<file path="config.mk">
export PLATFORM = sky130hd
export DESIGN_NAME = cu_control
export DESIGN_NICKNAME = d
export VERILOG_FILES = /design/src/logic/cu_pkg.sv /design/src/logic/cu_command_arbiter.sv /design/src/logic/cu_control.sv /design/src/logic/cu_fifo.sv /design/src/logic/cu_job_control.sv /design/src/logic/cu_read_engine.sv /design/src/logic/cu_write_engine.sv
export SDC_FILE = /design/constraint.sdc
export NUM_CORES = 2
export LEC_CHECK = 0
export ABC_AREA = 1
export ABC_CLOCK_PERIOD_IN_PS = 7500
export BUFFER_PORTS_ARGS = -buffer_cell sky130_fd_sc_hd__buf_4
export CAP_MARGIN = 20
export CORE_AREA = 5 5 496 498
export CTS_CLUSTER_DIAMETER = 150
export DETAILED_ROUTE_END_ITERATION = 7
export DIE_AREA = 0 0 501 503
export GPL_TIMING_DRIVEN = 0
export HOLD_SLACK_MARGIN = 0.08
export SYNTH_ARGS = -nofsm -noshare
export SYNTH_HDL_FRONTEND = slang
export SYNTH_SLANG_ARGS = --single-unit
</file>
<file path="constraint.sdc">
create_clock -name clock -period 7.5 [get_ports clock]
set_input_delay 1.125 -clock clock [delete_from_list [all_inputs] [get_ports clock]]
set_output_delay 1.125 -clock clock [all_outputs]
set_load 0.1 [all_outputs]
</file>
<file path="src/logic/cu_pkg.sv">
// shared constants and channel word types of the copy accelerator control unit
package cu_pkg;

	////////////////////////////////////////////////////////////////////////////
	// widths and sizes
	////////////////////////////////////////////////////////////////////////////

	localparam int ADDR_W = 16;
	localparam int DATA_W = 64;
	localparam int LEN_W  = 8;

	// burst buffer toward the host
	localparam int BURST_DEPTH    = 16;
	localparam int BURST_HEADROOM = 4;

	// write engine line buffer depth and read credit limit
	localparam int DATA_BUF_DEPTH = 8;

	////////////////////////////////////////////////////////////////////////////
	// basic types
	////////////////////////////////////////////////////////////////////////////

	typedef logic [ADDR_W-1:0] addr_t;
	typedef logic [DATA_W-1:0] line_t;
	typedef logic [LEN_W-1:0]  len_t;
	typedef logic              cu_id_t;

	// compute unit ids carried through the host and back
	localparam cu_id_t READ_ID  = 1'b0;
	localparam cu_id_t WRITE_ID = 1'b1;

	typedef enum logic {
		CMD_READ,
		CMD_WRITE
	} cmd_kind_t;

	////////////////////////////////////////////////////////////////////////////
	// channel words
	////////////////////////////////////////////////////////////////////////////

	// host command with zero data on reads
	typedef struct packed {
		cmd_kind_t kind;
		cu_id_t    cu_id;
		addr_t     addr;
		len_t      tag;
		line_t     data;
	} cu_cmd_t;

	// host response whose tag echoes the command
	typedef struct packed {
		cu_id_t cu_id;
		len_t   tag;
		line_t  data;
	} cu_rsp_t;

	typedef struct packed {
		addr_t src;
		addr_t dst;
		len_t  length;
	} job_t;

endpackage

</file>
<file path="src/logic/cu_command_arbiter.sv">
// round-robin merge of read and write engine commands into the burst buffer
`timescale 1ns/1ps

module cu_command_arbiter (
	input  logic                  clock,
	input  logic                  rstn,
	input  logic [1:0]            req_valid,
	input  cu_pkg::cu_cmd_t [1:0] req_cmd,
	output logic [1:0]            req_ready,
	input  logic                  downstream_almost_full,
	output logic                  grant_valid,
	output cu_pkg::cu_cmd_t       grant_cmd
);

	logic last_grant;
	logic sel;

	// lone requester wins and a tie goes to the one not served last
	always_comb begin
		case (req_valid)
			2'b01:   sel = 1'b0;
			2'b10:   sel = 1'b1;
			default: sel = ~last_grant;
		endcase
	end

	// hold everything while the burst buffer is near full
	assign grant_valid  = (|req_valid) && !downstream_almost_full;
	assign grant_cmd    = req_cmd[sel];
	assign req_ready[0] = grant_valid && !sel;
	assign req_ready[1] = grant_valid && sel;

	always_ff @(posedge clock or negedge rstn) begin
		if (!rstn) begin
			last_grant <= 1'b1;
		end else if (grant_valid) begin
			last_grant <= sel;
		end
	end

	// an engine held back keeps offering the same command
	a_hold_read: assert property (@(posedge clock) disable iff (!rstn)
		req_valid[0] && !req_ready[0] |=> req_valid[0] && $stable(req_cmd[0]));
	a_hold_write: assert property (@(posedge clock) disable iff (!rstn)
		req_valid[1] && !req_ready[1] |=> req_valid[1] && $stable(req_cmd[1]));

endmodule

</file>
<file path="src/logic/cu_control.sv">
// top level of the copy accelerator control unit wiring job control, engines and burst buffer
`timescale 1ns/1ps

module cu_control (
	input  logic            clock,
	input  logic            rstn,
	input  logic            job_valid,
	output logic            job_ready,
	input  cu_pkg::job_t    job,
	output logic            cmd_valid,
	input  logic            cmd_ready,
	output cu_pkg::cu_cmd_t cmd,
	input  logic            rsp_valid,
	input  cu_pkg::cu_rsp_t rsp,
	output cu_pkg::len_t    status,
	output logic            done
);

	logic                  start;
	cu_pkg::job_t          job_q;
	logic                  rd_line_valid;
	logic                  wr_rsp_valid;
	logic                  credit_return;
	logic [1:0]            req_valid;
	logic [1:0]            req_ready;
	cu_pkg::cu_cmd_t [1:0] req_cmd;
	logic                  grant_valid;
	cu_pkg::cu_cmd_t       grant_cmd;
	logic                  burst_empty;
	logic                  burst_almost_full;

	////////////////////////////////////////////////////////////////////////////
	// response routing by compute unit id
	////////////////////////////////////////////////////////////////////////////

	assign rd_line_valid = rsp_valid && (rsp.cu_id == cu_pkg::READ_ID);
	assign wr_rsp_valid  = rsp_valid && (rsp.cu_id == cu_pkg::WRITE_ID);

	cu_job_control job_control_i (
		.clock       (clock       ),
		.rstn        (rstn        ),
		.job_valid   (job_valid   ),
		.job_ready   (job_ready   ),
		.job_in      (job         ),
		.start       (start       ),
		.job_out     (job_q       ),
		.wr_rsp_valid(wr_rsp_valid),
		.status      (status      ),
		.done        (done        )
	);

	////////////////////////////////////////////////////////////////////////////
	// engines in slot 0 (read) and slot 1 (write)
	////////////////////////////////////////////////////////////////////////////

	cu_read_engine read_engine_i (
		.clock        (clock        ),
		.rstn         (rstn         ),
		.start        (start        ),
		.job          (job_q        ),
		.cmd_valid    (req_valid[0] ),
		.cmd_ready    (req_ready[0] ),
		.cmd          (req_cmd[0]   ),
		.credit_return(credit_return)
	);

	cu_write_engine write_engine_i (
		.clock        (clock        ),
		.rstn         (rstn         ),
		.start        (start        ),
		.dst          (job_q.dst    ),
		.line_valid   (rd_line_valid),
		.line         (rsp          ),
		.cmd_valid    (req_valid[1] ),
		.cmd_ready    (req_ready[1] ),
		.cmd          (req_cmd[1]   ),
		.credit_return(credit_return)
	);

	cu_command_arbiter arbiter_i (
		.clock                 (clock            ),
		.rstn                  (rstn             ),
		.req_valid             (req_valid        ),
		.req_cmd               (req_cmd          ),
		.req_ready             (req_ready        ),
		.downstream_almost_full(burst_almost_full),
		.grant_valid           (grant_valid      ),
		.grant_cmd             (grant_cmd        )
	);

	////////////////////////////////////////////////////////////////////////////
	// burst command buffer toward the host
	////////////////////////////////////////////////////////////////////////////

	cu_fifo #(
		.WIDTH   ($bits(cu_pkg::cu_cmd_t)),
		.DEPTH   (cu_pkg::BURST_DEPTH    ),
		.HEADROOM(cu_pkg::BURST_HEADROOM )
	) burst_buf_i (
		.clock      (clock                 ),
		.rstn       (rstn                  ),
		.push       (grant_valid           ),
		.data_in    (grant_cmd             ),
		.pop        (cmd_valid && cmd_ready),
		.data_out   (cmd                   ),
		.empty      (burst_empty           ),
		.full       (                      ),
		.almost_full(burst_almost_full     )
	);

	assign cmd_valid = !burst_empty;

endmodule

</file>
<file path="src/logic/cu_fifo.sv">
// synchronous circular buffer with occupancy count and almost-full headroom
`timescale 1ns/1ps

module cu_fifo #(
	parameter int WIDTH    = 8,
	parameter int DEPTH    = 16,
	parameter int HEADROOM = 1
) (
	input  logic             clock,
	input  logic             rstn,
	input  logic             push,
	input  logic [WIDTH-1:0] data_in,
	input  logic             pop,
	output logic [WIDTH-1:0] data_out,
	output logic             empty,
	output logic             full,
	output logic             almost_full
);

	typedef logic [$clog2(DEPTH)-1:0]   ptr_t;
	typedef logic [$clog2(DEPTH+1)-1:0] cnt_t;

	logic [WIDTH-1:0] mem [DEPTH];
	ptr_t             wr_ptr;
	ptr_t             rd_ptr;
	cnt_t             count;

	// storage array
	always_ff @(posedge clock) begin
		if (push) begin
			mem[wr_ptr] <= data_in;
		end
	end

	always_ff @(posedge clock or negedge rstn) begin
		if (!rstn) begin
			wr_ptr <= '0;
			rd_ptr <= '0;
			count  <= '0;
		end else begin
			if (push) begin
				wr_ptr <= (wr_ptr == ptr_t'(DEPTH - 1)) ? '0 : wr_ptr + 1'b1;
			end
			if (pop) begin
				rd_ptr <= (rd_ptr == ptr_t'(DEPTH - 1)) ? '0 : rd_ptr + 1'b1;
			end
			case ({push, pop})
				2'b10:   count <= count + 1'b1;
				2'b01:   count <= count - 1'b1;
				default: count <= count;
			endcase
		end
	end

	// head word visible without a pop
	assign data_out    = mem[rd_ptr];
	assign empty       = (count == '0);
	assign full        = (count == cnt_t'(DEPTH));
	assign almost_full = (count >= cnt_t'(DEPTH - HEADROOM));

	// upstream flow control must keep these from happening
	a_no_overflow: assert property (@(posedge clock) disable iff (!rstn) push |-> !full);
	a_no_underflow: assert property (@(posedge clock) disable iff (!rstn) pop |-> !empty);

endmodule

</file>
<file path="src/logic/cu_job_control.sv">
// job descriptor intake, write response count, status and done
`timescale 1ns/1ps

module cu_job_control (
	input  logic         clock,
	input  logic         rstn,
	input  logic         job_valid,
	output logic         job_ready,
	input  cu_pkg::job_t job_in,
	output logic         start,
	output cu_pkg::job_t job_out,
	input  logic         wr_rsp_valid,
	output cu_pkg::len_t status,
	output logic         done
);

	logic         active;
	logic         accept;
	cu_pkg::job_t job_q;
	cu_pkg::len_t count;

	assign job_ready = !active;
	assign accept    = job_valid && job_ready;

	// descriptor held for the engines
	always_ff @(posedge clock) begin
		if (accept) begin
			job_q <= job_in;
		end
	end

	assign job_out = job_q;
	assign status  = count;

	////////////////////////////////////////////////////////////////////////////
	// job state and response count
	////////////////////////////////////////////////////////////////////////////

	always_ff @(posedge clock or negedge rstn) begin
		if (!rstn) begin
			active <= 1'b0;
			start  <= 1'b0;
			count  <= '0;
			done   <= 1'b0;
		end else begin
			// engines load the held descriptor in the cycle after acceptance
			start <= accept;
			if (accept) begin
				active <= 1'b1;
				count  <= '0;
				done   <= 1'b0;
			end else if (active && wr_rsp_valid) begin
				count <= count + 1'b1;
				// last write acknowledged
				if (count + 1'b1 == job_q.length) begin
					active <= 1'b0;
					done   <= 1'b1;
				end
			end
		end
	end

endmodule

</file>
<file path="src/logic/cu_read_engine.sv">
// source read issue under a credit limit matching the write data buffer
`timescale 1ns/1ps

module cu_read_engine (
	input  logic            clock,
	input  logic            rstn,
	input  logic            start,
	input  cu_pkg::job_t    job,
	output logic            cmd_valid,
	input  logic            cmd_ready,
	output cu_pkg::cu_cmd_t cmd,
	input  logic            credit_return
);

	typedef logic [$clog2(cu_pkg::DATA_BUF_DEPTH+1)-1:0] credit_t;

	logic          active;
	cu_pkg::len_t  index;
	credit_t       credit;
	cu_pkg::addr_t src_q;
	cu_pkg::len_t  len_q;
	logic          issue;

	assign cmd_valid = active && (credit != '0);
	assign issue     = cmd_valid && cmd_ready;

	always_comb begin
		cmd       = '0;
		cmd.kind  = cu_pkg::CMD_READ;
		cmd.cu_id = cu_pkg::READ_ID;
		cmd.addr  = src_q + cu_pkg::addr_t'(index);
		cmd.tag   = index;
	end

	always_ff @(posedge clock) begin
		if (start) begin
			src_q <= job.src;
			len_q <= job.length;
		end
	end

	always_ff @(posedge clock or negedge rstn) begin
		if (!rstn) begin
			active <= 1'b0;
			index  <= '0;
			credit <= '0;
		end else if (start) begin
			active <= 1'b1;
			index  <= '0;
			credit <= credit_t'(cu_pkg::DATA_BUF_DEPTH);
		end else begin
			if (issue) begin
				index <= index + 1'b1;
				// last line handed out
				if (index == len_q - 1'b1) begin
					active <= 1'b0;
				end
			end
			case ({issue, credit_return})
				2'b10:   credit <= credit - 1'b1;
				2'b01:   credit <= credit + 1'b1;
				default: credit <= credit;
			endcase
		end
	end

	// returns from the write engine never outrun what was issued
	a_credit_limit: assert property (@(posedge clock) disable iff (!rstn)
		credit <= credit_t'(cu_pkg::DATA_BUF_DEPTH));

endmodule

</file>
<file path="src/logic/cu_write_engine.sv">
// buffers returned read lines and issues the matching destination writes
`timescale 1ns/1ps

module cu_write_engine (
	input  logic            clock,
	input  logic            rstn,
	input  logic            start,
	input  cu_pkg::addr_t   dst,
	input  logic            line_valid,
	input  cu_pkg::cu_rsp_t line,
	output logic            cmd_valid,
	input  logic            cmd_ready,
	output cu_pkg::cu_cmd_t cmd,
	output logic            credit_return
);

	cu_pkg::addr_t   dst_q;
	cu_pkg::cu_rsp_t head;
	logic            buf_empty;
	logic            pop;

	always_ff @(posedge clock) begin
		if (start) begin
			dst_q <= dst;
		end
	end

	////////////////////////////////////////////////////////////////////////////
	// line buffer
	////////////////////////////////////////////////////////////////////////////

	// read credit keeps this from ever filling
	cu_fifo #(
		.WIDTH   ($bits(cu_pkg::cu_rsp_t)),
		.DEPTH   (cu_pkg::DATA_BUF_DEPTH ),
		.HEADROOM(1                      )
	) data_buf_i (
		.clock      (clock     ),
		.rstn       (rstn      ),
		.push       (line_valid),
		.data_in    (line      ),
		.pop        (pop       ),
		.data_out   (head      ),
		.empty      (buf_empty ),
		.full       (          ),
		.almost_full(          )
	);

	////////////////////////////////////////////////////////////////////////////
	// write command from the head line
	////////////////////////////////////////////////////////////////////////////

	assign cmd_valid = !buf_empty;
	assign pop       = cmd_valid && cmd_ready;

	// one credit back per line leaving the buffer
	assign credit_return = pop;

	always_comb begin
		cmd       = '0;
		cmd.kind  = cu_pkg::CMD_WRITE;
		cmd.cu_id = cu_pkg::WRITE_ID;
		// tag is the line index within the job
		cmd.addr  = dst_q + cu_pkg::addr_t'(head.tag);
		cmd.tag   = head.tag;
		cmd.data  = head.data;
	end

endmodule

</file>
==> impl_metrics.csv <==
group,metric,value,unit
clock_network,cts.root.buffer_cell,"clkbuf_16",
routing,vias_per_cell,5.40,
global_routing,antenna_found_initial,36,
routing,antenna_left,0,
timing,finalSetupTns,0,ps
timing,clock_skew,55.5,ps
clock_network,hold_buffers,0,
routing,drc_errors,0,
yosys,yosysSeqAreaShare,76.0,%
routing,dr.pass1.iters,6,
finish,nFillCells,21800,
critical_path,crit_path_max_fanout,10,
worst_hold_path,hold_path.class,"in -> async",
clock_network,htree_levels,4,
clock_network,cts.clk_slew.worst_paths,60,ps
status,status,"finished, final reports clean",
timing,tightest_slew,1150,ps
clock_network,cts_resized,0,
placement,gp_congestion,0.830,
yosys,yosysWarnings,0,
routing,routedWlPerCell,25.4,um
critical_path,cp_slowest_cell,"clkbuf_1",
critical_path,cp-end-kind,"primary output",
finish,fin_cells,10100,
finish,fin_area,99400,um2
critical_path,crit_top_cell,"buf_4",
clock_network,clkLatencyLatePin,860,ps
clock_network,cts_setup_buffers,0,
routing,vias,54300,
critical_path,r2r_end,"burst_buf_i.mem[13][84]",
routing,first_iter_violations,6542,
critical_path,path_delay_family,"buffers and inverters",
yosys,ys_ff_latch,2128,
yosys,synth_area_leaders,"edfxtp_1 75%, o21ai_0 4.4%, nand2_1 3.4%, nor2_1 3.3%, o221a_2 1.8%",
critical_path,crit_buf_inv,4,
critical_path,worst_ep_arrival_time,4310,ps
clock_network,cts.sinks,2128,
global_routing,grt_max_degree,49,
timing,grt_setup_unrepaired,"no",
finish,nets,6840,
placement,io_buffers,218,
yosys,synth_nets,6244,
finish,final_layout_size_suffix_gt1_share,16.6,%
critical_path,reg2reg_depth,19,
floorplanning,dieArea,252000,um2
critical_path,rr_startpoint,"write_engine_i.data_buf_i.rd_ptr[1]",
critical_path,crit_chain,"buf_4 -> buf_2 -> clkbuf_1 -> nor2_1 -> o221ai_1 -> nand4_1 -> nand2_1 -> buf_4",
global_routing,track_usage,19.8,%
yosys,syn_area_per_cell,13.8,um2
global_routing,grt_pass1_wl,367000,um
clock_network,cts_buffer_depth,3,
flow_run,maxCapViolCount,0,
placement,hpwl,177000,um
timing,fin_ws,2070,ps
floorplanning,initial_utilization,34.6,%
placement,placed_area,92600,um2
finish,syn2layout_area_growth,18.8,%
timing,hold_violations,0,
critical_path,required,6380,ps
yosys,syn_area,83700,um2
floorplanning,core-area,242000,um2
clock_network,numCtsBuffers,211,
timing,fmax,0.184,GHz
critical_path,worstSetupPathType,"reg -> out",
clock_network,cts_tree,"done",
floorplanning,ios,219,
timing,max-slew-margin-rel,23.5,%
placement,pre_cts_ws,2960,ps
yosys,ys_types,51,
floorplanning,die_x,501,um
placement,dp_cells,9665,
routing,drt-total-wl,256000,um
timing,min_period,5430,ps
timing,drv_slew,0,
critical_path,ff2ff_setup_slack,3000,ps
yosys,synth_top_area_share,74.6,%
floorplanning,die_h,503,um
yosys,synthCells,6083,
floorplanning,num_rows,181,
timing,setup_viol,0,
global_routing,overflow,0,
critical_path,cpPeakStageDelay,760,ps
global_routing,grt_pass1_vias,53000,
yosys,yosysTopAreaCell,"edfxtp_1",
timing,finalCritPeriodShare,72.4,%
critical_path,start_kind,"flip-flop",
[through the flow]
step / hold slack, ps / util [%]
finish: 374 / 41.2
global route: 395 / 41.1
detailed placement: 405 / 38.3
global placement: 407 / 37.0
CTS: 355 / 41.1
floorplan: 400 / -
[flip-flops by register name, indices dropped and copies added (netlist names), 3 cells and up]
signal / count
burst_buf_i.mem: 1424
write_engine_i.data_buf_i.mem: 576
job_control_i.job_out: 40
read_engine_i.src_q: 16
write_engine_i.dst_q: 16
job_control_i.status: 8
read_engine_i.index: 8
read_engine_i.len_q: 8
burst_buf_i.count: 5
burst_buf_i.rd_ptr: 4
burst_buf_i.wr_ptr: 4
read_engine_i.credit: 4
write_engine_i.data_buf_i.count: 4
write_engine_i.data_buf_i.rd_ptr: 3
write_engine_i.data_buf_i.wr_ptr: 3
[cells in the mapped netlist, drive strengths merged]
cell and n:
fa 4, and2 2, nand3 209, mux2i 1, edfxtp 2080, dfstp 1
o221ai 48, nor4 2, a31oi 2, o221a 148, o211ai 2, nand3b 8
o21a 1, o22ai 134, a221oi 109, o21ai 838, o2111ai 1, a21o 1
ha 39, xnor2 12, a211oi 1, nand2 767, clkbuf 201, a21oi 248
nor2 728, inv 104, buf 195, dfrtp 47, nand4 55, o21bai 2
clkinv 3, o31ai 1, or2 5, nor3 71, xor2 13
[kinds of logic after synthesis]
| kind of cell | synth area share, % |
|---|---|
| adders and majority gates | 0.678 |
| DFF | 76.0 |
| buffers and inverters | 2.76 |
| AOI/OAI and AO/OA | 11.3 |
| muxes | 0.0120 |
| xor gates and xnor gates | 0.262 |
| and+or+nand+nor | 8.97 |
[cell usage in the layout, fill, tap and decap left out, types with 13 or more instances in the layout]
cell type,n
a21oi_1,248
a221oi_1,102
buf_12,71
buf_2,143
buf_4,258
buf_6,57
buf_8,32
bufinv_16,17
clkbuf_1,225
clkbuf_16,216
clkbuf_2,13
clkinv_1,60
clkinv_2,36
dfrtp_1,46
diode_2,13
edfxtp_1,2080
ha_1,39
inv_1,96
nand2_1,764
nand3_1,208
nand4_1,55
nor2_1,703
nor2_4,24
nor3_2,66
o21ai_0,721
o21ai_1,110
o221a_2,137
o221ai_1,48
o22ai_1,134
xor2_1,13
[worst max path at each step]
stage / startpoint / end / slack (ps) / cells after the start
3_3_place_gp: read_engine_i.credit[0] / burst_buf_i.mem[8][35] / -3200 / 10
3_5_place_dp: write_engine_i.data_buf_i.rd_ptr[1] / burst_buf_i.mem[2][84] / 2960 / 19
5_1_grt: burst_buf_i.rd_ptr[0] / cmd[30] / 1930 / 8
6_report: burst_buf_i.rd_ptr[0] / cmd[30] / 2070 / 8
4_1_cts: burst_buf_i.rd_ptr[0] / cmd[30] / 2080 / 8
2_1_floorplan: read_engine_i.credit[0] / burst_buf_i.mem[11][0] / 1910 / 10
[cell type report]
cell class / instances / area, um2 / share of cell area [%]
Clock inverter: 126 / 1170 / 1.17
Multi-Input combinational cell: 3452 / 18300 / 18.4
Buffer: 396 / 1900 / 1.91
Clock buffer: 259 / 5630 / 5.66
Timing Repair Buffer: 383 / 4370 / 4.39
Inverter: 107 / 408 / 0.410
Tap cell: 3202 / 4010 / 4.03
Antenna cell: 13 / 32.5 / 0.0327
Sequential cell: 2128 / 63700 / 64.0
[routing by layer]
layer,global-route usage [%],vias to the layer above,routed length [um]
met1,26.3,27200,103000
met3,4.05,489,22800
met2,31.6,2542,119000
met4,8.43,34,11200
met5,0,-,201
li1,-,24100,-
Power is not shown: default switching activity piles up to over one toggle a cycle in this logic, so the estimate is an artifact.
